[src/common/riscv_isa_pkg.sv]
//////////////////////////////////////////////////////////////////////
// RISC-V ISA definitions for the load/store back end
// Data widths, opcodes, load/store funct3 codes and exception causes
//////////////////////////////////////////////////////////////////////

package riscv_isa_pkg;

  // Machine word width, fixed for this core
  localparam int unsigned XLEN  = 32;
  localparam int unsigned EXC_W = 16;

  // Meaningful vector widths
  typedef logic [XLEN-1:0]  xlen_t;
  typedef logic [31:0]      instr_t;
  typedef logic [4:0]       reg_addr_t;
  typedef logic [EXC_W-1:0] exception_t;

  //////////////////////////////////////////////////////////////////////
  // Exception cause bit positions
  //////////////////////////////////////////////////////////////////////

  localparam int unsigned CAUSE_ILLEGAL_INSTR       = 2;
  localparam int unsigned CAUSE_MISALIGNED_LOAD     = 4;
  localparam int unsigned CAUSE_LOAD_ACCESS_FAULT   = 5;
  localparam int unsigned CAUSE_MISALIGNED_STORE    = 6;
  localparam int unsigned CAUSE_STORE_ACCESS_FAULT  = 7;

  //////////////////////////////////////////////////////////////////////
  // Major opcodes, instr[6:2]
  //////////////////////////////////////////////////////////////////////

  localparam logic [4:0] OPC_LOAD     = 5'b00000;
  localparam logic [4:0] OPC_MISC_MEM = 5'b00011;
  localparam logic [4:0] OPC_OP_IMM   = 5'b00100;
  localparam logic [4:0] OPC_STORE    = 5'b01000;
  localparam logic [4:0] OPC_OP       = 5'b01100;
  localparam logic [4:0] OPC_BRANCH   = 5'b11000;

  // Load/store width codes, instr[14:12]
  localparam logic [2:0] F3_B  = 3'b000;
  localparam logic [2:0] F3_H  = 3'b001;
  localparam logic [2:0] F3_W  = 3'b010;
  localparam logic [2:0] F3_BU = 3'b100;
  localparam logic [2:0] F3_HU = 3'b101;

  // addi x0, x0, 0
  localparam instr_t INSTR_NOP = 32'h0000_0013;

  // Reset vector
  localparam xlen_t PC_INIT = 32'h8000_0000;

endpackage

[src/common/lsu_pipe_pkg.sv]
//////////////////////////////////////////////////////////////////////
// Load/store pipeline types
// Stage items, memory op kind and APB / data RAM sizing
//////////////////////////////////////////////////////////////////////

package lsu_pipe_pkg;

  // Data RAM size in bytes, anything at or above faults
  localparam int unsigned DMEM_BYTES       = 1024;
  localparam int unsigned DMEM_WORDS       = DMEM_BYTES / 4;
  localparam int unsigned DMEM_IDX_W       = $clog2(DMEM_WORDS);
  localparam int unsigned DMEM_WAIT_STATES = 2;

  // APB byte lanes
  localparam int unsigned STRB_W = riscv_isa_pkg::XLEN / 8;
  typedef logic [STRB_W-1:0] strb_t;

  // Kind of data memory access an item performs
  typedef enum logic [1:0] {
    NONE,
    LOAD,
    STORE
  } mem_op_e;

  // Execute to memory item
  typedef struct packed {
    logic                       valid;
    logic                       bubble;
    riscv_isa_pkg::xlen_t       pc;
    riscv_isa_pkg::instr_t      instr;
    riscv_isa_pkg::xlen_t       result;
    riscv_isa_pkg::xlen_t       store_data;
    riscv_isa_pkg::exception_t  exception;
  } ex_mem_t;

  // Memory to write-back item
  typedef struct packed {
    logic                       valid;
    logic                       bubble;
    riscv_isa_pkg::xlen_t       pc;
    riscv_isa_pkg::instr_t      instr;
    riscv_isa_pkg::xlen_t       result;
    riscv_isa_pkg::xlen_t       addr;
    mem_op_e                    op;
    riscv_isa_pkg::xlen_t       rdata;
    logic                       err;
    logic                       misaligned;
    riscv_isa_pkg::exception_t  exception;
  } mem_wb_t;

  // Committed result and register write
  typedef struct packed {
    logic                       valid;
    riscv_isa_pkg::xlen_t       pc;
    riscv_isa_pkg::instr_t      instr;
    riscv_isa_pkg::reg_addr_t   dst;
    logic                       we;
    riscv_isa_pkg::xlen_t       wdata;
    riscv_isa_pkg::exception_t  exception;
    riscv_isa_pkg::xlen_t       badaddr;
  } wb_commit_t;

endpackage

[src/hw/wb_stage/wb_stage.sv]
//////////////////////////////////////////////////////////////////////
// Write-back stage
// Aligns and extends load data, merges memory faults into the
// exception vector and produces the register file write
//////////////////////////////////////////////////////////////////////

`timescale 1ns/10ps

module wb_stage (
  input  logic                     clk_i,
  input  logic                     rst_ni,
  input  lsu_pipe_pkg::mem_wb_t    mem_wb_i,
  output lsu_pipe_pkg::wb_commit_t commit_o
);
  import riscv_isa_pkg::*;
  import lsu_pipe_pkg::*;

  logic [4:0]  opcode;
  logic [2:0]  funct3;
  reg_addr_t   dst;
  logic [1:0]  offset;
  xlen_t       shifted;
  xlen_t       load_data;
  xlen_t       wdata_d;
  exception_t  exc;
  logic        mem_fault;
  logic        we_d;

  // Control registers
  logic        valid_q;
  logic        we_q;
  xlen_t       pc_q;
  instr_t      instr_q;
  exception_t  exc_q;

  // Payload registers
  reg_addr_t   dst_q;
  xlen_t       wdata_q;
  xlen_t       badaddr_q;

  assign opcode = mem_wb_i.instr[6:2];
  assign funct3 = mem_wb_i.instr[14:12];
  assign dst    = mem_wb_i.instr[11:7];
  assign offset = mem_wb_i.addr[1:0];

  //////////////////////////////////////////////////////////////////////
  // Load data alignment and extension
  //////////////////////////////////////////////////////////////////////

  // Addressed byte down to lane 0
  assign shifted = mem_wb_i.rdata >> {offset, 3'b000};

  always_comb begin
    case (funct3)
      F3_B:    load_data = {{(XLEN-8){shifted[7]}}, shifted[7:0]};
      F3_H:    load_data = {{(XLEN-16){shifted[15]}}, shifted[15:0]};
      F3_BU:   load_data = {{(XLEN-8){1'b0}}, shifted[7:0]};
      F3_HU:   load_data = {{(XLEN-16){1'b0}}, shifted[15:0]};
      // F3_W and anything unsupported
      default: load_data = shifted;
    endcase
  end

  //////////////////////////////////////////////////////////////////////
  // Exceptions
  //////////////////////////////////////////////////////////////////////

  always_comb begin
    exc = mem_wb_i.exception;
    // op is NONE for bubbles and already faulted items
    if (mem_wb_i.op == LOAD) begin
      exc[CAUSE_MISALIGNED_LOAD]   = exc[CAUSE_MISALIGNED_LOAD] | mem_wb_i.misaligned;
      exc[CAUSE_LOAD_ACCESS_FAULT] = exc[CAUSE_LOAD_ACCESS_FAULT] | mem_wb_i.err;
    end
    if (mem_wb_i.op == STORE) begin
      exc[CAUSE_MISALIGNED_STORE]   = exc[CAUSE_MISALIGNED_STORE] | mem_wb_i.misaligned;
      exc[CAUSE_STORE_ACCESS_FAULT] = exc[CAUSE_STORE_ACCESS_FAULT] | mem_wb_i.err;
    end
  end

  // Memory causes report the data address, all others the PC
  assign mem_fault = exc[CAUSE_MISALIGNED_LOAD]  | exc[CAUSE_LOAD_ACCESS_FAULT] |
                     exc[CAUSE_MISALIGNED_STORE] | exc[CAUSE_STORE_ACCESS_FAULT];

  //////////////////////////////////////////////////////////////////////
  // Register file write
  //////////////////////////////////////////////////////////////////////

  always_comb begin
    we_d = mem_wb_i.valid && !mem_wb_i.bubble && (exc == '0) && (dst != '0);
    // No destination for these
    if ((opcode == OPC_STORE) || (opcode == OPC_BRANCH) || (opcode == OPC_MISC_MEM)) begin
      we_d = 1'b0;
    end
  end

  assign wdata_d = (opcode == OPC_LOAD) ? load_data : mem_wb_i.result;

  always_ff @(posedge clk_i or negedge rst_ni) begin
    if (!rst_ni) begin
      valid_q <= 1'b0;
      we_q    <= 1'b0;
      pc_q    <= PC_INIT;
      instr_q <= INSTR_NOP;
      exc_q   <= '0;
    end else begin
      valid_q <= mem_wb_i.valid;
      we_q    <= we_d;
      if (mem_wb_i.valid) begin
        pc_q    <= mem_wb_i.pc;
        instr_q <= mem_wb_i.instr;
        exc_q   <= exc;
      end
    end
  end

  always_ff @(posedge clk_i) begin
    if (mem_wb_i.valid) begin
      dst_q     <= dst;
      wdata_q   <= wdata_d;
      badaddr_q <= mem_fault ? mem_wb_i.addr : mem_wb_i.pc;
    end
  end

  assign commit_o = '{
    valid:     valid_q,
    pc:        pc_q,
    instr:     instr_q,
    dst:       dst_q,
    we:        we_q,
    wdata:     wdata_q,
    exception: exc_q,
    badaddr:   badaddr_q
  };

endmodule

[config.mk]
export PLATFORM = sky130hd
export DESIGN_NAME = wb_stage
export DESIGN_NICKNAME = d
export VERILOG_FILES = /design/src/common/riscv_isa_pkg.sv /design/src/common/lsu_pipe_pkg.sv /design/src/hw/wb_stage/wb_stage.sv
export SDC_FILE = /design/constraint.sdc
export NUM_CORES = 1
export LEC_CHECK = 0
export BUFFER_PORTS_ARGS = -buffer_cell sky130_fd_sc_hd__clkbuf_2
export CORE_AREA = 2 2 130 132
export CTS_BUF_LIST = sky130_fd_sc_hd__clkbuf_16
export CTS_CLUSTER_DIAMETER = 120
export DETAILED_ROUTE_END_ITERATION = 8
export DIE_AREA = 0 0 132 134
export PLACE_DENSITY = 0.69
export RECOVER_POWER = 100
export SYNTH_ARGS = -nofsm -noshare
export SYNTH_HDL_FRONTEND = slang
export SYNTH_SLANG_ARGS = --single-unit
export TNS_END_PERCENT = 100
[constraint.sdc]
create_clock -name clk_i -period 2 [get_ports clk_i]
set_input_delay 0.4 -clock clk_i [delete_from_list [all_inputs] [get_ports clk_i]]
set_output_delay 0.4 -clock clk_i [all_outputs]
set_load 0.01 [all_outputs]
==> summary.md <==
| Metric | Value |
|---|---|
| WP data arrival | `2000 ps` |
| Die area | `17700 µm²` |
| CP peak stage delay | `460 ps` |
| Worst EP required | `2260 ps` |
| M1 GR Usage | `0.253` |
| Resized cells post-CTS | `0` |
| CTS buffer count | `17` |
| Clk slew on worst S/H paths | `60 ps` |
| Mapped Area | `6570 µm²` |
| Fill cells | `1485` |
| Crit. Startpoint | `mem_wb_i[52]` |
| Remaining antenna violation count | `0` |
| Switching fraction of total power | `0.261` |
| Number of library cell types mapped by synthesis | `38` |
| Final Instance Area | `8910 µm²` |
| Reg-to-Reg Start | `exc_q[10]$_DFFE_PN0P_` |
| Top Family by Delay on Critical Path | `compound AO/OA/AOI/OAI gates` |
| Slew @ Worst Pin | `908 ps` |
| Final setup fails | `0` |
| Highest-delay cell along the critical path | `o41a_1` |
| DR vias/cell | `5.00` |
| Post-CTS Hold Fix Bufs | `1` |
| Unrepaired setup endpoints after global routing | `no` |
| Post-synthesis sequential area ratio | `0.628` |
| Max_slew headroom | `0.395` |
| # H-tree levels | `4` |
| Max_cap viols | `0` |
| Crit share post-route | `0.871` |
| Clock Skew | `0 ps` |
| Worst vdd ir | `514 µV` |
| # diodes | `0` |
| HP Class | `in2reg` |
| Initial antenna violation count | `0` |
| Global route overflow | `0` |
| CP startpoint kind | `input pin` |
| Clock latency on the worst-skew pair | `420 ps` |
| CTS Root Cell | `clkbuf_16` |
| Layout cell share with drive strength beyond 1 | `0.423` |
| Met3 Use GR | `0.0518` |
| Critical Setup Path Class | `in2reg` |
| Most Crowded Layer GR | `met2` |
| Initial Utilization | `0.404` |
| Post-Syn Area per Cell | `14.5 µm²` |
| Post-synth EDFFs | `69` |
| Gate Count Post-Synth | `453` |
| Cell chain of the critical path | `clkbuf_1 -> mux2i_1 -> mux2_1 -> o41a_1 -> a21oi_1` |
| Hpwl dp | `14600 µm` |
| Syn. warnings | `0` |
| DRC violations left | `0` |
| Net Sw Power | `2.04 mW` |
| Cell Int Power | `5.78 mW` |
| Status | `finished clean` |
| Nets | `981` |
| Power Dens Cells | `876 nW/µm²` |
| Clock power frac | `0.383` |
| PortBufs | `334` |
| Post-place instance area | `8600 µm²` |
| # Post-CTS Setup Buffers | `0` |
| Crit path capture type | `flip-flop` |
| Pre-Repair DR Iteration Count | `4` |
| Comb pwr share | `0.145` |
| GRT Total Usage | `0.212` |
| Wire per inst | `18.4 µm` |
| Final min period | `1740 ps` |
| Crit path buf inv count | `1` |
| Area grow syn2layout | `35.6%` |
| Global Route met2 Usage | `0.357` |
| Post-synthesis net count | `637` |
| WL final | `18900 µm` |
| Async SR Flop Fraction | `0.543` |
| Flops & latches, synth | `151` |
| CTS tree | `yes` |
| Hold path start | `mem_wb_i[137]` |
| Final Hold Fails | `0` |
| Largest net degree at the start of global routing | `64` |
| Vias | `5155` |
| Initial DRC Count | `224` |
| # clock sinks | `151` |
| Number of global-route vias before repair | `5495` |
| Primary FF master, synth | `dfrtp_1` |
| Global-route wire length before repair | `29000 µm` |
| Die H | `134 µm` |
| Die Span X | `132 µm` |
| Setup TNS | `0 ps` |
| Crit path max fanout | `7` |
| Pleak | `3.77 nW` |
| Register share of total power | `0.472` |
| Longest Clk Path Bufs | `2` |
| Max Slew Vio Count | `0` |
| Final GP Congestion | `0.891` |
| Core area | `16300 µm²` |
| Fmax | `574 MHz` |
| Rows | `47` |
| IO Pins | `335` |
==> per-stage QoR <==
| step | hold slack (ps) | util | instances | power, mW | setup WS (ps) |
|---|---|---|---|---|---|
| CTS | 176 | 0.562 | 1030 | 7.99 | 479 |
| global placement | 386 | 0.528 | 997 | 4.93 | 80.5 |
| global route | 196 | 0.547 | 1030 | 8.15 | 223 |
| floorplan | 104 | - | 453 | 4.26 | 156 |
| finish | 210 | 0.547 | 1030 | 7.81 | 257 |
| detailed placement | 394 | 0.528 | 997 | 4.97 | 36.7 |
==> Yosys cell counts, types with 3 or more instances <==
library cell	instances	area, µm²
nor4_1	3	18.8
a21oi_1	23	115
mux2_2	116	1310
o2bb2ai_1	7	61.3
nand2_1	26	97.6
dfrtp_1	78	1950
dfstp_2	4	105
buf_4	3	22.5
a211oi_1	7	52.6
nor2_1	18	67.6
edfxtp_1	69	2070
o311ai_1	8	70.1
nor2b_1	11	68.8
buf_2	13	65.1
nand3_1	16	80.1
clkbuf_1	11	41.3
mux2i_1	17	170
==> final timing paths <==
path,slack [ps],end,cells past startpoint
worst min register to register,500,pc_q[2]$_DFFE_PN0P_,1
worst min-delay path,210,instr_q[21]$_DFFE_PN0P_,2
min in group asynchronous,650,pc_q[23]$_DFFE_PN0P_,2
worst max register to register,1220,exc_q[10]$_DFFE_PN0P_,1
max in group asynchronous,540,instr_q[22]$_DFFE_PN0P_,3
worst max-delay path,260,wdata_q[14]$_DFFE_PP_,5
==> routing by layer <==
layer,vias to the layer above,share of wire
met2,242,0.50
li1,2393,-
met3,51,0.066
met1,2469,0.40
met5,-,0
met4,0,0.036
==> logic make-up after synthesis <==
family,share of synthesized area
muxes,0.225
buffers and inverters,0.0236
DFF,0.628
AOI/OAI and AO/OA,0.0586
and+or+nand+nor,0.0651
==> registers in the layout, indices dropped and copies added, names as in the netlist <==
name / cells
badaddr_q: 32
instr_q: 32
pc_q: 32
wdata_q: 32
exc_q: 16
dst_q: 5
valid_q: 1
we_q: 1
==> cells in the final DEF (no fill, tap or decap), types with 7 or more instances in the layout <==
cell type,synthesis,layout
clkbuf_2,0,177
clkbuf_1,11,160
mux2_2,116,114
dfrtp_1,78,78
edfxtp_1,69,69
nand2_1,26,26
a21oi_1,23,23
nor2_1,18,18
mux2i_1,17,17
clkbuf_16,0,17
nand3_1,16,16
nor2b_1,11,11
buf_4,3,10
o311ai_0,0,8
o2bb2ai_1,7,7
a211oi_1,7,7
==> area by class of cell <==
class	count	area, µm²	share of cell area
tap	220	275	0.0309
timing repair buffer	355	1690	0.190
sequential	151	4130	0.463
multi-input combinational	272	2270	0.255
clock buffer	17	425	0.0477
clock inverter	15	125	0.0140
==> power groups by stage <==
| stage | sequential, mW | combinational, mW | clock [mW] |
|---|---|---|---|
| 2_1_floorplan | 3.87 | 0.390 | 0 |
| 6_report | 3.69 | 1.13 | 2.99 |
| 3_5_place_dp | 3.75 | 1.23 | 0 |
| 4_1_cts | 3.69 | 1.23 | 3.06 |
| 3_3_place_gp | 3.73 | 1.20 | 0 |
| 5_1_grt | 3.71 | 1.23 | 3.21 |
(Power assumes the default switching activity.)
