**src/common/riscv_isa_pkg.sv**
```systemverilog
//////////////////////////////////////////////////////////////////////
// RISC-V ISA definitions for the load/store back end
// Data widths, opcodes, load/store funct3 codes and exception causes
//////////////////////////////////////////////////////////////////////

package riscv_isa_pkg;

  // Machine word width, fixed for this core
  localparam int unsigned XLEN  = 32;
  localparam int unsigned EXC_W = 16;

  // Meaningful vector widths
  typedef logic [XLEN-1:0]  xlen_t;
  typedef logic [31:0]      instr_t;
  typedef logic [4:0]       reg_addr_t;
  typedef logic [EXC_W-1:0] exception_t;

  //////////////////////////////////////////////////////////////////////
  // Exception cause bit positions
  //////////////////////////////////////////////////////////////////////

  localparam int unsigned CAUSE_ILLEGAL_INSTR       = 2;
  localparam int unsigned CAUSE_MISALIGNED_LOAD     = 4;
  localparam int unsigned CAUSE_LOAD_ACCESS_FAULT   = 5;
  localparam int unsigned CAUSE_MISALIGNED_STORE    = 6;
  localparam int unsigned CAUSE_STORE_ACCESS_FAULT  = 7;

  //////////////////////////////////////////////////////////////////////
  // Major opcodes, instr[6:2]
  //////////////////////////////////////////////////////////////////////

  localparam logic [4:0] OPC_LOAD     = 5'b00000;
  localparam logic [4:0] OPC_MISC_MEM = 5'b00011;
  localparam logic [4:0] OPC_OP_IMM   = 5'b00100;
  localparam logic [4:0] OPC_STORE    = 5'b01000;
  localparam logic [4:0] OPC_OP       = 5'b01100;
  localparam logic [4:0] OPC_BRANCH   = 5'b11000;

  // Load/store width codes, instr[14:12]
  localparam logic [2:0] F3_B  = 3'b000;
  localparam logic [2:0] F3_H  = 3'b001;
  localparam logic [2:0] F3_W  = 3'b010;
  localparam logic [2:0] F3_BU = 3'b100;
  localparam logic [2:0] F3_HU = 3'b101;

  // addi x0, x0, 0
  localparam instr_t INSTR_NOP = 32'h0000_0013;

  // Reset vector
  localparam xlen_t PC_INIT = 32'h8000_0000;

endpackage

```
**src/common/lsu_pipe_pkg.sv**
```systemverilog
//////////////////////////////////////////////////////////////////////
// Load/store pipeline types
// Stage items, memory op kind and APB / data RAM sizing
//////////////////////////////////////////////////////////////////////

package lsu_pipe_pkg;

  // Data RAM size in bytes, anything at or above faults
  localparam int unsigned DMEM_BYTES       = 1024;
  localparam int unsigned DMEM_WORDS       = DMEM_BYTES / 4;
  localparam int unsigned DMEM_IDX_W       = $clog2(DMEM_WORDS);
  localparam int unsigned DMEM_WAIT_STATES = 2;

  // APB byte lanes
  localparam int unsigned STRB_W = riscv_isa_pkg::XLEN / 8;
  typedef logic [STRB_W-1:0] strb_t;

  // Kind of data memory access an item performs
  typedef enum logic [1:0] {
    NONE,
    LOAD,
    STORE
  } mem_op_e;

  // Execute to memory item
  typedef struct packed {
    logic                       valid;
    logic                       bubble;
    riscv_isa_pkg::xlen_t       pc;
    riscv_isa_pkg::instr_t      instr;
    riscv_isa_pkg::xlen_t       result;
    riscv_isa_pkg::xlen_t       store_data;
    riscv_isa_pkg::exception_t  exception;
  } ex_mem_t;

  // Memory to write-back item
  typedef struct packed {
    logic                       valid;
    logic                       bubble;
    riscv_isa_pkg::xlen_t       pc;
    riscv_isa_pkg::instr_t      instr;
    riscv_isa_pkg::xlen_t       result;
    riscv_isa_pkg::xlen_t       addr;
    mem_op_e                    op;
    riscv_isa_pkg::xlen_t       rdata;
    logic                       err;
    logic                       misaligned;
    riscv_isa_pkg::exception_t  exception;
  } mem_wb_t;

  // Committed result and register write
  typedef struct packed {
    logic                       valid;
    riscv_isa_pkg::xlen_t       pc;
    riscv_isa_pkg::instr_t      instr;
    riscv_isa_pkg::reg_addr_t   dst;
    logic                       we;
    riscv_isa_pkg::xlen_t       wdata;
    riscv_isa_pkg::exception_t  exception;
    riscv_isa_pkg::xlen_t       badaddr;
  } wb_commit_t;

endpackage

```
**src/hw/mem_stage/mem_stage.sv**
```systemverilog
//////////////////////////////////////////////////////////////////////
// Memory stage
// Takes execute items, checks alignment, runs APB4 data transfers
// and registers one memory/write-back item per accepted item
//////////////////////////////////////////////////////////////////////

`timescale 1ns/10ps

module mem_stage (
  input  logic                  clk_i,
  input  logic                  rst_ni,
  input  lsu_pipe_pkg::ex_mem_t ex_item_i,
  output logic                  ex_ready_o,
  output logic                  psel_o,
  output logic                  penable_o,
  output logic                  pwrite_o,
  output riscv_isa_pkg::xlen_t  paddr_o,
  output riscv_isa_pkg::xlen_t  pwdata_o,
  output lsu_pipe_pkg::strb_t   pstrb_o,
  input  riscv_isa_pkg::xlen_t  prdata_i,
  input  logic                  pready_i,
  input  logic                  pslverr_i,
  output lsu_pipe_pkg::mem_wb_t mem_wb_o
);
  import riscv_isa_pkg::*;
  import lsu_pipe_pkg::*;

  typedef enum logic [1:0] {
    IDLE,
    SETUP,
    ACCESS
  } state_e;

  state_e     state_q;
  logic       hold_q;
  logic       wb_valid_q;
  ex_mem_t    item_q;
  mem_op_e    op_q;
  logic       misaligned_q;
  mem_wb_t    mem_wb_q;

  logic [4:0] opcode;
  logic [2:0] funct3;
  logic [1:0] offset;
  mem_op_e    op_d;
  logic       misaligned_d;
  logic       accept;
  logic       done;
  logic       emit;
  strb_t      strb;

  //////////////////////////////////////////////////////////////////////
  // Decode of the incoming item
  //////////////////////////////////////////////////////////////////////

  assign opcode = ex_item_i.instr[6:2];
  assign funct3 = ex_item_i.instr[14:12];
  assign offset = ex_item_i.result[1:0];

  always_comb begin
    // Bubbles and faulted items never touch memory
    op_d = NONE;
    if (!ex_item_i.bubble && (ex_item_i.exception == '0)) begin
      if (opcode == OPC_LOAD) begin
        op_d = LOAD;
      end else if (opcode == OPC_STORE) begin
        op_d = STORE;
      end
    end
    // Halfword needs even, word needs 4-byte alignment
    case (funct3[1:0])
      2'b01:   misaligned_d = offset[0];
      2'b10:   misaligned_d = (offset != 2'b00);
      default: misaligned_d = 1'b0;
    endcase
    misaligned_d = misaligned_d && (op_d != NONE);
  end

  // One item in the stage at a time
  assign ex_ready_o = !hold_q;
  assign accept     = ex_item_i.valid && ex_ready_o;
  assign done       = (state_q == ACCESS) && pready_i;
  // Non-access items leave one cycle after acceptance
  assign emit       = done || (hold_q && (state_q == IDLE));

  //////////////////////////////////////////////////////////////////////
  // APB transfer FSM
  //////////////////////////////////////////////////////////////////////

  always_ff @(posedge clk_i or negedge rst_ni) begin
    if (!rst_ni) begin
      state_q    <= IDLE;
      hold_q     <= 1'b0;
      wb_valid_q <= 1'b0;
    end else begin
      wb_valid_q <= emit;
      case (state_q)
        IDLE: begin
          if (accept && (op_d != NONE) && !misaligned_d) begin
            state_q <= SETUP;
          end
        end
        SETUP:   state_q <= ACCESS;
        ACCESS: begin
          if (pready_i) begin
            state_q <= IDLE;
          end
        end
        default: state_q <= IDLE;
      endcase
      if (accept) begin
        hold_q <= 1'b1;
      end else if (emit) begin
        hold_q <= 1'b0;
      end
    end
  end

  // Held item and its decode
  always_ff @(posedge clk_i) begin
    if (accept) begin
      item_q       <= ex_item_i;
      op_q         <= op_d;
      misaligned_q <= misaligned_d;
    end
  end

  // Byte lane strobe from width and offset
  always_comb begin
    case (item_q.instr[13:12])
      2'b00:   strb = strb_t'(4'b0001 << item_q.result[1:0]);
      2'b01:   strb = strb_t'(4'b0011 << item_q.result[1:0]);
      default: strb = '1;
    endcase
  end

  // Word address, store data moved to its lanes
  assign psel_o    = (state_q != IDLE);
  assign penable_o = (state_q == ACCESS);
  assign pwrite_o  = (op_q == STORE);
  assign paddr_o   = {item_q.result[XLEN-1:2], 2'b00};
  assign pwdata_o  = item_q.store_data << {item_q.result[1:0], 3'b000};
  assign pstrb_o   = pwrite_o ? strb : '0;

  //////////////////////////////////////////////////////////////////////
  // Memory to write-back register
  //////////////////////////////////////////////////////////////////////

  always_ff @(posedge clk_i) begin
    if (emit) begin
      mem_wb_q.valid      <= item_q.valid;
      mem_wb_q.bubble     <= item_q.bubble;
      mem_wb_q.pc         <= item_q.pc;
      mem_wb_q.instr      <= item_q.instr;
      mem_wb_q.result     <= item_q.result;
      mem_wb_q.addr       <= item_q.result;
      mem_wb_q.op         <= op_q;
      // Response only meaningful on a completed transfer
      mem_wb_q.rdata      <= (done && (op_q == LOAD)) ? prdata_i : '0;
      mem_wb_q.err        <= done && pslverr_i;
      mem_wb_q.misaligned <= misaligned_q;
      mem_wb_q.exception  <= item_q.exception;
    end
  end

  always_comb begin
    mem_wb_o       = mem_wb_q;
    mem_wb_o.valid = wb_valid_q;
  end

endmodule

```
**config.mk**
```make
export PLATFORM = sky130hd
export DESIGN_NAME = mem_stage
export DESIGN_NICKNAME = d
export VERILOG_FILES = /design/src/common/riscv_isa_pkg.sv /design/src/common/lsu_pipe_pkg.sv /design/src/hw/mem_stage/mem_stage.sv
export SDC_FILE = /design/constraint.sdc
export NUM_CORES = 1
export LEC_CHECK = 0
export BUFFER_PORTS_ARGS = -buffer_cell sky130_fd_sc_hd__buf_2
export CORE_AREA = 2 2 167 169
export CTS_BUF_LIST = sky130_fd_sc_hd__clkbuf_2
export DETAILED_ROUTE_END_ITERATION = 8
export DIE_AREA = 0 0 169 171
export GPL_TIMING_DRIVEN = 0
export PLACE_DENSITY = 0.73
export SLEW_MARGIN = 20
export SYNTH_ARGS = -nofsm -noshare
export SYNTH_HDL_FRONTEND = slang
export SYNTH_SLANG_ARGS = --single-unit
```
**constraint.sdc**
```tcl
create_clock -name clk_i -period 23.2 [get_ports clk_i]
set_input_delay 3.48 -clock clk_i [delete_from_list [all_inputs] [get_ports clk_i]]
set_output_delay 3.48 -clock clk_i [all_outputs]
set_load 0.05 [all_outputs]
```
==> impl_results.md, run 1 <==
- # fillers: ~2,300
- Final core utilization: 0.517
- Yosys warns: 0
- Syn Inst Count: between 500 and 600
- Clock skew: between 100 and 150 ps
- Met2 routed WL: between 10,000 and 15,000 um
- Metal-1 WL: about 9000 um
- Vias in the first global route: 6,364
- Placer Congestion: 0.848
- Final period demand of the worst path: 6070 ps
- DRC: 0
- DR iter-0 viols: 375
- Core outline area: about 27,000 um2
- IR drop worst, VDD: 55.6 uV
- Share of post-route cells with drive strength above 1: 0.599
- Avg WL per Cell: roughly 17 um
- # Post-CTS Setup Buffers: 0
- Largest net degree at the start of global routing: 31
- Register area: 9020 um2
- Max-cap violations: 0
- GRT Overall Usage: 0.158
- Top cell type by total area after synthesis: edfxtp_1
- I/O pin count: between 400 and 500
- H-tree level count: 3
- Routed Antenna Nets: 0
- CP max FO: 10
- Setup crit start: item_q[49]$_DFFE_PP_
- Layout area overhead: 33.8%
- Final hold violation count: 0
- CTS tree: done
- Fin worst setup slack: about 17,000 ps
- Critical Path RT: a little under 20,000 ps
- DP Wirelength: around 18,000 um
- Startpoint types: register
- Seq/Total Area, Yosys: 0.854
- Fin Setup TNS: 0 ps
- RSZ-0062 raised after global routing: no
- Crit path capture type: primary output
- Rows: between 60 and 70
- Vias: ~6,400
- Nets@finish: between 1,000 and 1,500
- Met3 Routed Length: 2180 um
- Number of library cell types mapped by synthesis: 29
- Top Metal Used: met5
- DR vias/cell: around 4.4
- Drt pass-1 iters: 5
- Dpl ws: approximately 18,000 ps
- Multi-input gate area: 966 um2
- Die width: approximately 170 um
- # setup viols final: 0
- #FFs+latches synth: about 300
- Post-synth top area share: 0.845
- CTS clk-pin slew, worst paths: ~80 ps
- Post-synthesis cell area: around 11,000 um2
- Commonest non-fill, non-tap cell in the layout: buf_2
- Antenna violations before repair: 3
- Root Buffer: clkbuf_2
- Resized cells post-CTS: 0
- Leakage power figure: 6.08 nW
- WP data arrival: 2590 ps
- Worst-margin pin slew: about 780 ps
- Clock Path Buffers: 3
- Worst Path Class, Setup: reg2out
- Top post-synthesis cells by area: edfxtp_1 (84%), buf_4 (4.8%), mux2i_1 (1.7%)
- Final Cycle Share: 0.262
- Total congestion overflow: 0
- Worst-case hold slack: 344 ps
- Slew HR: 0.482
- Status: finished clean
- Pwr Density: roughly 140 nW/um2
- Clock Latency Late Sink: between 800 and 900 ps
- IO buf count: approximately 430
- Final Slew Violations: 0
- Commonest cells after routing, fill and taps aside: buf_2 (438), edfxtp_1 (297), clkbuf_2 (104)
- CTS Sinks: around 300
- Post-Route WL: 24,200 um
- Number of buffers created by CTS: just under 80
- Fmax: 0.165 GHz
- Hold_buf cts: 0
- Initial Util: 0.386
- HP Class: reg2reg
- Mean Syn Cell Area: 20.0 um2
- Die area: 28,900 um2
- First-pass GRT wire length: between 30,000 and 40,000 um
- Reg-to-Reg Start: hold_q$_DFFE_PN0P_
- Worst hold start: item_q[12]$_DFFE_PP_
- Die Y: 171 um
-- critical path, stage by stage, from the launching register on --
cell and delay, ps:
edfxtp_1 400, buf_2 210, buf_4 210, nor2_1 510
and2_1 270, buf_2 280
-- metal layers --
metal	track usage	up-vias
li1	-	3004
met1	0.177	3007
met2	0.275	336
met3	0.0585	52
met4	0.0647	2
met5	0	-
-- cells by family (layout without fill, tap and decap cells) --
family	Yosys count	count (layout)	share of synthesized area
mux	18	18	0.0171
flops	301	301	0.854
compound gates	33	33	0.0180
fa+ha+maj	2	2	0.00237
other cells	1	4	0.000355
simple gates	91	91	0.0519
buf+inv	83	647	0.0561
-- cell type report --
| class | count | share of cell area |
|---|---|---|
| repair buffers | 445 | 0.173 |
| clock inverters | 15 | 0.0105 |
| clock buffers | 104 | 0.0369 |
| plain buffers | 77 | 0.0403 |
| flip-flops and latches | 301 | 0.639 |
| multi-input cells | 146 | 0.0684 |
| diodes | 2 | 0.000354 |
| well taps | 346 | 0.0307 |
| inverters | 6 | 0.00159 |
-- Yosys cell counts --
master and count:
or2b_1 1, dfrtp_1 4, o21bai_1 2, mux2i_1 18
buf_2 5, nor2_1 13, and3_2 1, nor2b_4 1
edfxtp_1 297, and2_2 17, nand2b_1 2, o21ai_0 10
nor3_1 3, clkbuf_1 2, a21oi_1 13, buf_4 67
nor4_1 5, buf_6 3, nand4_1 1, and2_1 23
nor3b_1 1, nand2_1 10, ha_1 2, or2_2 1
conb_1 1, and4b_4 1, a211oi_1 8, nor2b_1 11
inv_1 6
-- per-stage QoR --
stage,power (W),std cells,area (um2)
after floorplan,0.00147,530,10600
after global placement,0.00167,1309,13200
after detailed placement,0.00166,1321,13400
after CTS,0.00202,1440,14100
after global routing,0.00208,1442,14100
final,0.00200,1442,14100
-- state kept, by name, indices dropped and copies added, names as in the netlist --
name / count
misaligned_q: 1
op_q: 2
hold_q: 1
wb_valid_q: 1
mem_wb_o: 149
paddr_o: 30
state_q: 2
item_q: 115
-- power breakdown --
| part | total, W | internal (W) | leakage [nW] | switching [W] |
|---|---|---|---|---|
| Combinational | 0.000815 | 0.000178 | 2.67 | 0.000637 |
| Clock | 0.000352 | 0.000153 | 0.505 | 0.000199 |
| Sequential | 0.000830 | 0.000785 | 2.91 | 0.0000452 |
| Total | 0.00200 | 0.00112 | 6.08 | 0.000881 |
-- path summary, 6_finish.rpt --
path	to	slack, ps	depth (start not counted)
worst min register to register	mem_wb_o[12]$_DFFE_PP_	340	0
worst max register to register	mem_wb_o[136]$_DFFE_PP_	20860	6
worst min-delay path	mem_wb_o[12]$_DFFE_PP_	340	0
min in group asynchronous	wb_valid_q$_DFF_PN0_	2470	1
worst max-delay path	pwdata_o[3]	17130	5
max in group asynchronous	state_q[1]$_DFFE_PN0P_	20520	1
Power figures use the tool's default switching activity.
==> run 2: changes to the inputs <==
Clock period 23.2 ns to 5.95 ns, I/O delays scaled along.
==> run 2 against run 1 <==
Against the previous run:
- sequential share of layout area decreased by 0.13 points
- routed wire length increased by 0.91%
- first-iteration DRC count shrank 23%
- sequential cell count unchanged
- combinational power rose to 3.9 times the previous value
- critical path type unchanged
- highest routed layer unchanged
==> impl_results.md, run 2 (synthesis results as in run 1) <==
- Comb pwr share: 0.408
- DR vias/cell: ~4.4
- Largest net degree at the start of global routing: 31
- I/O pin count: 436
- Clock skew: between 100 and 150 ps
- DP Wirelength: 18,500 um
- CTS tree: done
- Critical Path RT: 5060 ps
- Final hold violation count: 0
- Fin worst setup slack: roughly 2400 ps
- First-pass GRT wire length: about 35,000 um
- P_sw: between 0.003 and 0.004 W
- Placer Congestion: 0.847
- HP Class: in2reg
- Leakage power figure: between 6 and 7 nW
- Die width: roughly 170 um
- Root Buffer: clkbuf_2
- CTS clk-pin slew, worst paths: around 120 ps
- Number of buffers created by CTS: 75
- Worst Path Class, Setup: reg2out
- Rows: slightly above 60
- Fmax: between 0.2 and 0.3 GHz
- DRC: 0
- # setup viols final: 0
- Max-cap violations: 0
- Clock Path Buffers: 3
- Dpl ws: around 3200 ps
- WP data arrival: 2640 ps
- Clock Latency Late Sink: a little under 800 ps
- Commonest non-fill, non-tap cell in the layout: buf_2
- Clk pwr share: 0.178
- CP max FO: 10
- P_int: 0.00437 W
- Vias in the first global route: around 6,500
- Initial Util: 0.386
- Worst-margin pin slew: 646 ps
- Top Family by Delay on Critical Path: simple AND/OR/NAND/NOR gates
- Sequential Power Share: 0.415
- Startpoint types: register
- H-tree level count: 3
- Core outline area: between 20,000 and 30,000 um2
- Final Cycle Share: 0.594
- CTS Sinks: 301
- IO buf count: around 430
- Final period demand of the worst path: between 3000 and 4000 ps
- Pwr Density: approximately 550 nW/um2
- Cell Chain, Critical Path: buf_2 > buf_4 > nor2_1 > nor2_1 > nor2_1 > buf_2
- Sw Ratio: 0.440
- Die Y: between 150 and 200 um
- Slowest cell on the critical path: nor2_1
- Commonest cells after routing, fill and taps aside: buf_2 (438), edfxtp_1 (297), clkbuf_2 (97)
- Slew HR: 0.568
- DR iter-0 viols: about 290
- Hold path cells: 1
- Share of post-route cells with drive strength above 1: 0.595
- GRT Overall Usage: 0.161
- Total power: a little under 0.008 W
- Critical path buffers and inverters: 3
- Avg WL per Cell: between 15 and 20 um
- Post-Route WL: between 20,000 and 25,000 um
- Layout area overhead: 34.0%
- RSZ-0062 raised after global routing: no
- Worst reg2reg path depth: 5
- Max FFs per register: 149
- Status: finished clean
- Worst stage delay on the critical path: 510 ps
- Vias: between 6,000 and 7,000
- Drt pass-1 iters: 4
- CP Depth: 6
- Final Slew Violations: 0
- Total congestion overflow: 0
- Die area: between 20,000 and 30,000 um2
- Routed Antenna Nets: 0
- Crit path capture type: primary output
- Antenna violations before repair: 4
- Most frequent CP cell: nor2_1
- Nets@finish: roughly 1,200
- IR drop worst, VDD: between 200 and 250 uV
==> run 2: cell count changes in the layout (fill, tap and decap cells not counted), sizes merged <==
cell,before,now
clkinv,12,16
clkinvlp,0,1
clkbuf,106,99
bufinv,3,4
dlygate4sd3,0,1
==> run 2: stage by stage <==
stage / setup TNS (ps) / instances / util / hold slack (ps) / instance area, um2
after floorplan: 0 / 530 / - / 400 / 10600
after global placement: -369710 / 1309 / 0.482 / 400 / 13200
after detailed placement: 0 / 1321 / 0.492 / 405 / 13400
after CTS: 0 / 1440 / 0.518 / 141 / 14100
after global routing: 0 / 1442 / 0.518 / 132 / 14100
final: 0 / 1442 / 0.518 / 250 / 14100
==> run 2: final timing paths <==
kind,to,slack [ps],start
max in group asynchronous,state_q[1]$_DFFE_PN0P_,5390,rst_ni
max reg2reg,mem_wb_o[150]$_DFFE_PP_,3780,state_q[1]$_DFFE_PN0P_
min reg2reg,mem_wb_o[145]$_DFFE_PP_,380,item_q[109]$_DFFE_PP_
max,pstrb_o[0],2420,item_q[49]$_DFFE_PP_
min in group asynchronous,state_q[0]$_DFFE_PN0P_,420,rst_ni
min,item_q[21]$_DFFE_PP_,250,ex_item_i[21]
==> run 2: power by group through the flow <==
stage / logic (W) / clock network (W) / registers [W]
floorplan: 0.00108 / 0 / 0.00458
global placement: 0.00302 / 0 / 0.00340
detailed placement: 0.00321 / 0 / 0.00329
CTS: 0.00321 / 0.00146 / 0.00324
global route: 0.00330 / 0.00156 / 0.00329
finish: 0.00318 / 0.00139 / 0.00323
==> run 2: cell type report <==
cell class              count  area (um2)
multi-input cells         146         966
clock buffers              97         485
clock inverters            21         203
flip-flops and latches    301        9020
repair buffers            446        2450
fillers                  2299       13200
inverters                   6        22.5
well taps                 346         433
diodes                      2        5.00
plain buffers              77         569
==> run 2: routing by layer <==
layer	vias to the layer above	share of wire	global-route usage
met5	-	0.00053	0
met4	2	0.027	0.0687
met3	60	0.099	0.0657
met2	341	0.52	0.286
met1	2950	0.36	0.169
li1	3010	-	-
==> run 2: what timing repair did <==
action	in CTS	in global routing
setup endpoints to repair	0	0
resized for setup	0	0
hold endpoints to repair	4	0
buffers inserted	0	0
hold buffers	1	0
==> run 2: worst reg2reg max path: stages, from the launching register on <==
cell and delay [ps]:
dfrtp_1 430, mux2i_1 170, nor2_4 500, buf_16 230, buf_12 210, buf_12 230
==> run 3: changes to the inputs <==
Settings changed: ABC_AREA set to 1, CORE_AREA 2 2 167 169 to 2 2 172 174, DIE_AREA 0 0 169 171 to 0 0 174 176.
Clock period 5.95 ns to 2.97 ns, I/O delays scaled along.
==> run 3 against run 2 <==
Against the previous run:
- power rose by 110%
- register-to-register slack got worse by 2900 ps
- clock power rose by 100%
- clock-buffer cell count rose by 8
- sequential share of layout area fell by 7.9 points
- die area rose by 6.0%
- sequential cell count did not move
- clock skew fell by 13 ps
- critical endpoint is now pwdata_o[30]
- largest cell class unchanged
- highest routed layer is now met4
==> impl_results.md, run 3 <==
- Status: finished clean
- WP data arrival: 2340 ps
- Synth async-reset ratio: 0.0133
- Fmax: 0.359 GHz
- I/O pin count: roughly 440
- Worst Path Class, Setup: reg2out
- #FFs+latches synth: between 300 and 400
- Layout area overhead: 51.5%
- Clock Latency Late Sink: 860 ps
- Final Cycle Share: 0.938
- Final hold violation count: 0
- CP max FO: 10
- GRT met3 Usage: 0.0476
- CTS clk-pin slew, worst paths: 120 ps
- Final core utilization: 0.566
- Crit path capture type: primary output
- Final Slew Violations: 0
- H-tree level count: 3
- Compound-Gate Fraction of Synth Area: 0.0200
- Post-synthesis cell area: roughly 11,000 um2
- Post-synthesis adder-cell area fraction: 0.00235
- Largest net degree at the start of global routing: 36
- CTS Sinks: approximately 300
- Commonest cells after routing, fill and taps aside: buf_2 (427), edfxtp_1 (297), dlygate4sd3_1 (182)
- IO buf count: 433
- Layout Cells excl Fill: roughly 1,700
- # Post-CTS Setup Buffers: 0
- Count leader, synth: edfxtp_1
- Core outline area: around 29,000 um2
- GRT Overall Usage: 0.187
- Fin worst setup slack: about 180 ps
- Syn Inst Count: 602
- Met2 track demand over resource: 0.337
- DRC: 0
- Placer Congestion: 0.805
- Commonest non-fill, non-tap cell in the layout: buf_2
- Post-synthesis mux area share: 0
- Critical path buffers and inverters: 3
- Top cell type by total area after synthesis: edfxtp_1
- Nets@finish: 1,492
- Leakage power figure: 7.09 nW
- Drt pass-1 iters: 5
- Largest family of logic cells by synthesized area: buffers and inverters
- Placed insts: approximately 1,400
- Vias in the first global route: between 8,000 and 9,000
- Max-cap violations: 0
- Post-Route WL: about 30,000 um
- Critical Path RT: 2520 ps
- Share of post-route cells with drive strength above 1: 0.490
- Met1 Use GR: 0.208
- Mean Syn Cell Area: ~18 um2
- Max FFs per register: between 100 and 150
- Root Buffer: clkbuf_2
- Xor/xnor cell area share of the yosys netlist: 0
- Die Y: between 150 and 200 um
- Worst-case hold slack: approximately 300 ps
- Number of library cell types mapped by synthesis: 29
- Most frequent CP cell: o21ai_0
- Final period demand of the worst path: 2790 ps
- Seq/Total Area, Yosys: 0.846
- Vias: 7,629
- Worst stage delay on the critical path: between 400 and 500 ps
- Post-synth top flop: edfxtp_1
- Cell Chain, Critical Path: buf_6 > buf_2 > nand2_1 > o21ai_0 > o21ai_0 > clkbuf_4
- DR vias/cell: ~4.4
- Die area: between 30,000 and 40,000 um2
- Post-synth top cells: edfxtp_1 (297), nor2_1 (68), buf_4 (66)
- Number of buffers created by CTS: 77
- HP Class: in2reg
- First-pass GRT wire length: between 40,000 and 50,000 um
- Antenna violations before repair: 2
- Initial Util: 0.373
- DR iter-0 viols: approximately 470
- Top Family by Delay on Critical Path: buffers and inverters
- Die width: between 150 and 200 um
- RSZ-0062 raised after global routing: no
- Worst-margin pin slew: around 570 ps
- Clock Path Buffers: 3
- Rows: 62
- Avg WL per Cell: between 15 and 20 um
- Top Usage Layer GRT: met2
- Top post-synthesis cells by area: edfxtp_1 (84%), buf_4 (4.7%), nor2_1 (2.4%)
- Dpl ws: between 900 and 1000 ps
- Post-synth top area share: 0.837
- Yosys warns: 0
- Routed Antenna Nets: 0
- Clock skew: 89.4 ps
- Slew HR: 0.621
- Slowest cell on the critical path: edfxtp_1
- # setup viols final: 0
- Pwr Density: 993 nW/um2
- Post-Synth Simple-Gate Area: 0.0578
- DP Wirelength: 19,400 um
- Total congestion overflow: 0
- Number of flops mapped to enable cells by yosys: 297
- CTS tree: done
- Startpoint types: register
- IR drop worst, VDD: roughly 450 uV
run 3: through the flow:
step | area [um2] | power [W] | TNS (ps)
2_1_floorplan | 10700 | 0.0113 | -141490
3_3_place_gp | 13300 | 0.0128 | -449460
3_5_place_dp | 13600 | 0.0131 | 0
4_1_cts | 16100 | 0.0161 | 0
5_1_grt | 16100 | 0.0167 | 0
6_report | 16100 | 0.0160 | 0
run 3: worst register-to-register path: stages (launching register included):
cell and delay [ps]:
dfrtp_1 440, inv_2 130, nand2_8 70, o21ai_4 490, buf_16 240, buf_16 210
buf_16 190
run 3: what timing repair did:
item                                   4_1_cts  5_1_grt
resized for setup                            0       14
setup endpoints to repair                    0       15
hold buffers                               182        0
endpoints found under the hold margin      187        0
run 3: per-layer routing:
| layer | wire length, um | vias up | share of wire |
|---|---|---|---|
| met5 | 0 | - | 0 |
| met4 | 816 | 0 | 0.028 |
| met3 | 2260 | 60 | 0.077 |
| met2 | 15400 | 404 | 0.53 |
| met1 | 10900 | 3636 | 0.37 |
| li1 | - | 3529 | - |
run 3: area by class of cell:
class                      instances  area (um2)
clock inverter                    22         163
fill                            2240       12400
antenna                            3        7.51
timing repair buffer             626        4280
tap                              384         480
inverter                          60         234
buffer                            73         549
sequential                       301        9020
clock buffer                     105         526
multi-input combinational        169         888
run 3: kinds of logic after synthesis:
logic type / count (synthesis)
AOI/OAI and AO/OA: 33
adders and majority gates: 2
buffers and inverters: 133
DFF: 301
other: 1
and+or+nand+nor: 132
run 3: where the power goes:
| group | switching, W | internal, W |
|---|---|---|
| clock | 0.00164 | 0.00114 |
| combinational | 0.00514 | 0.00159 |
| sequential | 0.000390 | 0.00614 |
run 3: path summary, 6_finish.rpt:
path / from / to / slack [ps] / depth (start not counted)
min in group asynchronous: rst_ni / hold_q$_DFFE_PN0P_ / 570 / 3
max: item_q[48]$_DFFE_PP_ / pwdata_o[30] / 180 / 6
min: ex_item_i[16] / item_q[16]$_DFFE_PP_ / 300 / 2
min reg2reg: item_q[139]$_DFFE_PP_ / mem_wb_o[175]$_DFFE_PP_ / 370 / 0
max in group asynchronous: rst_ni / state_q[0]$_DFFE_PN0P_ / 2230 / 3
max reg2reg: state_q[0]$_DFFE_PN0P_ / mem_wb_o[73]$_DFFE_PP_ / 920 / 6
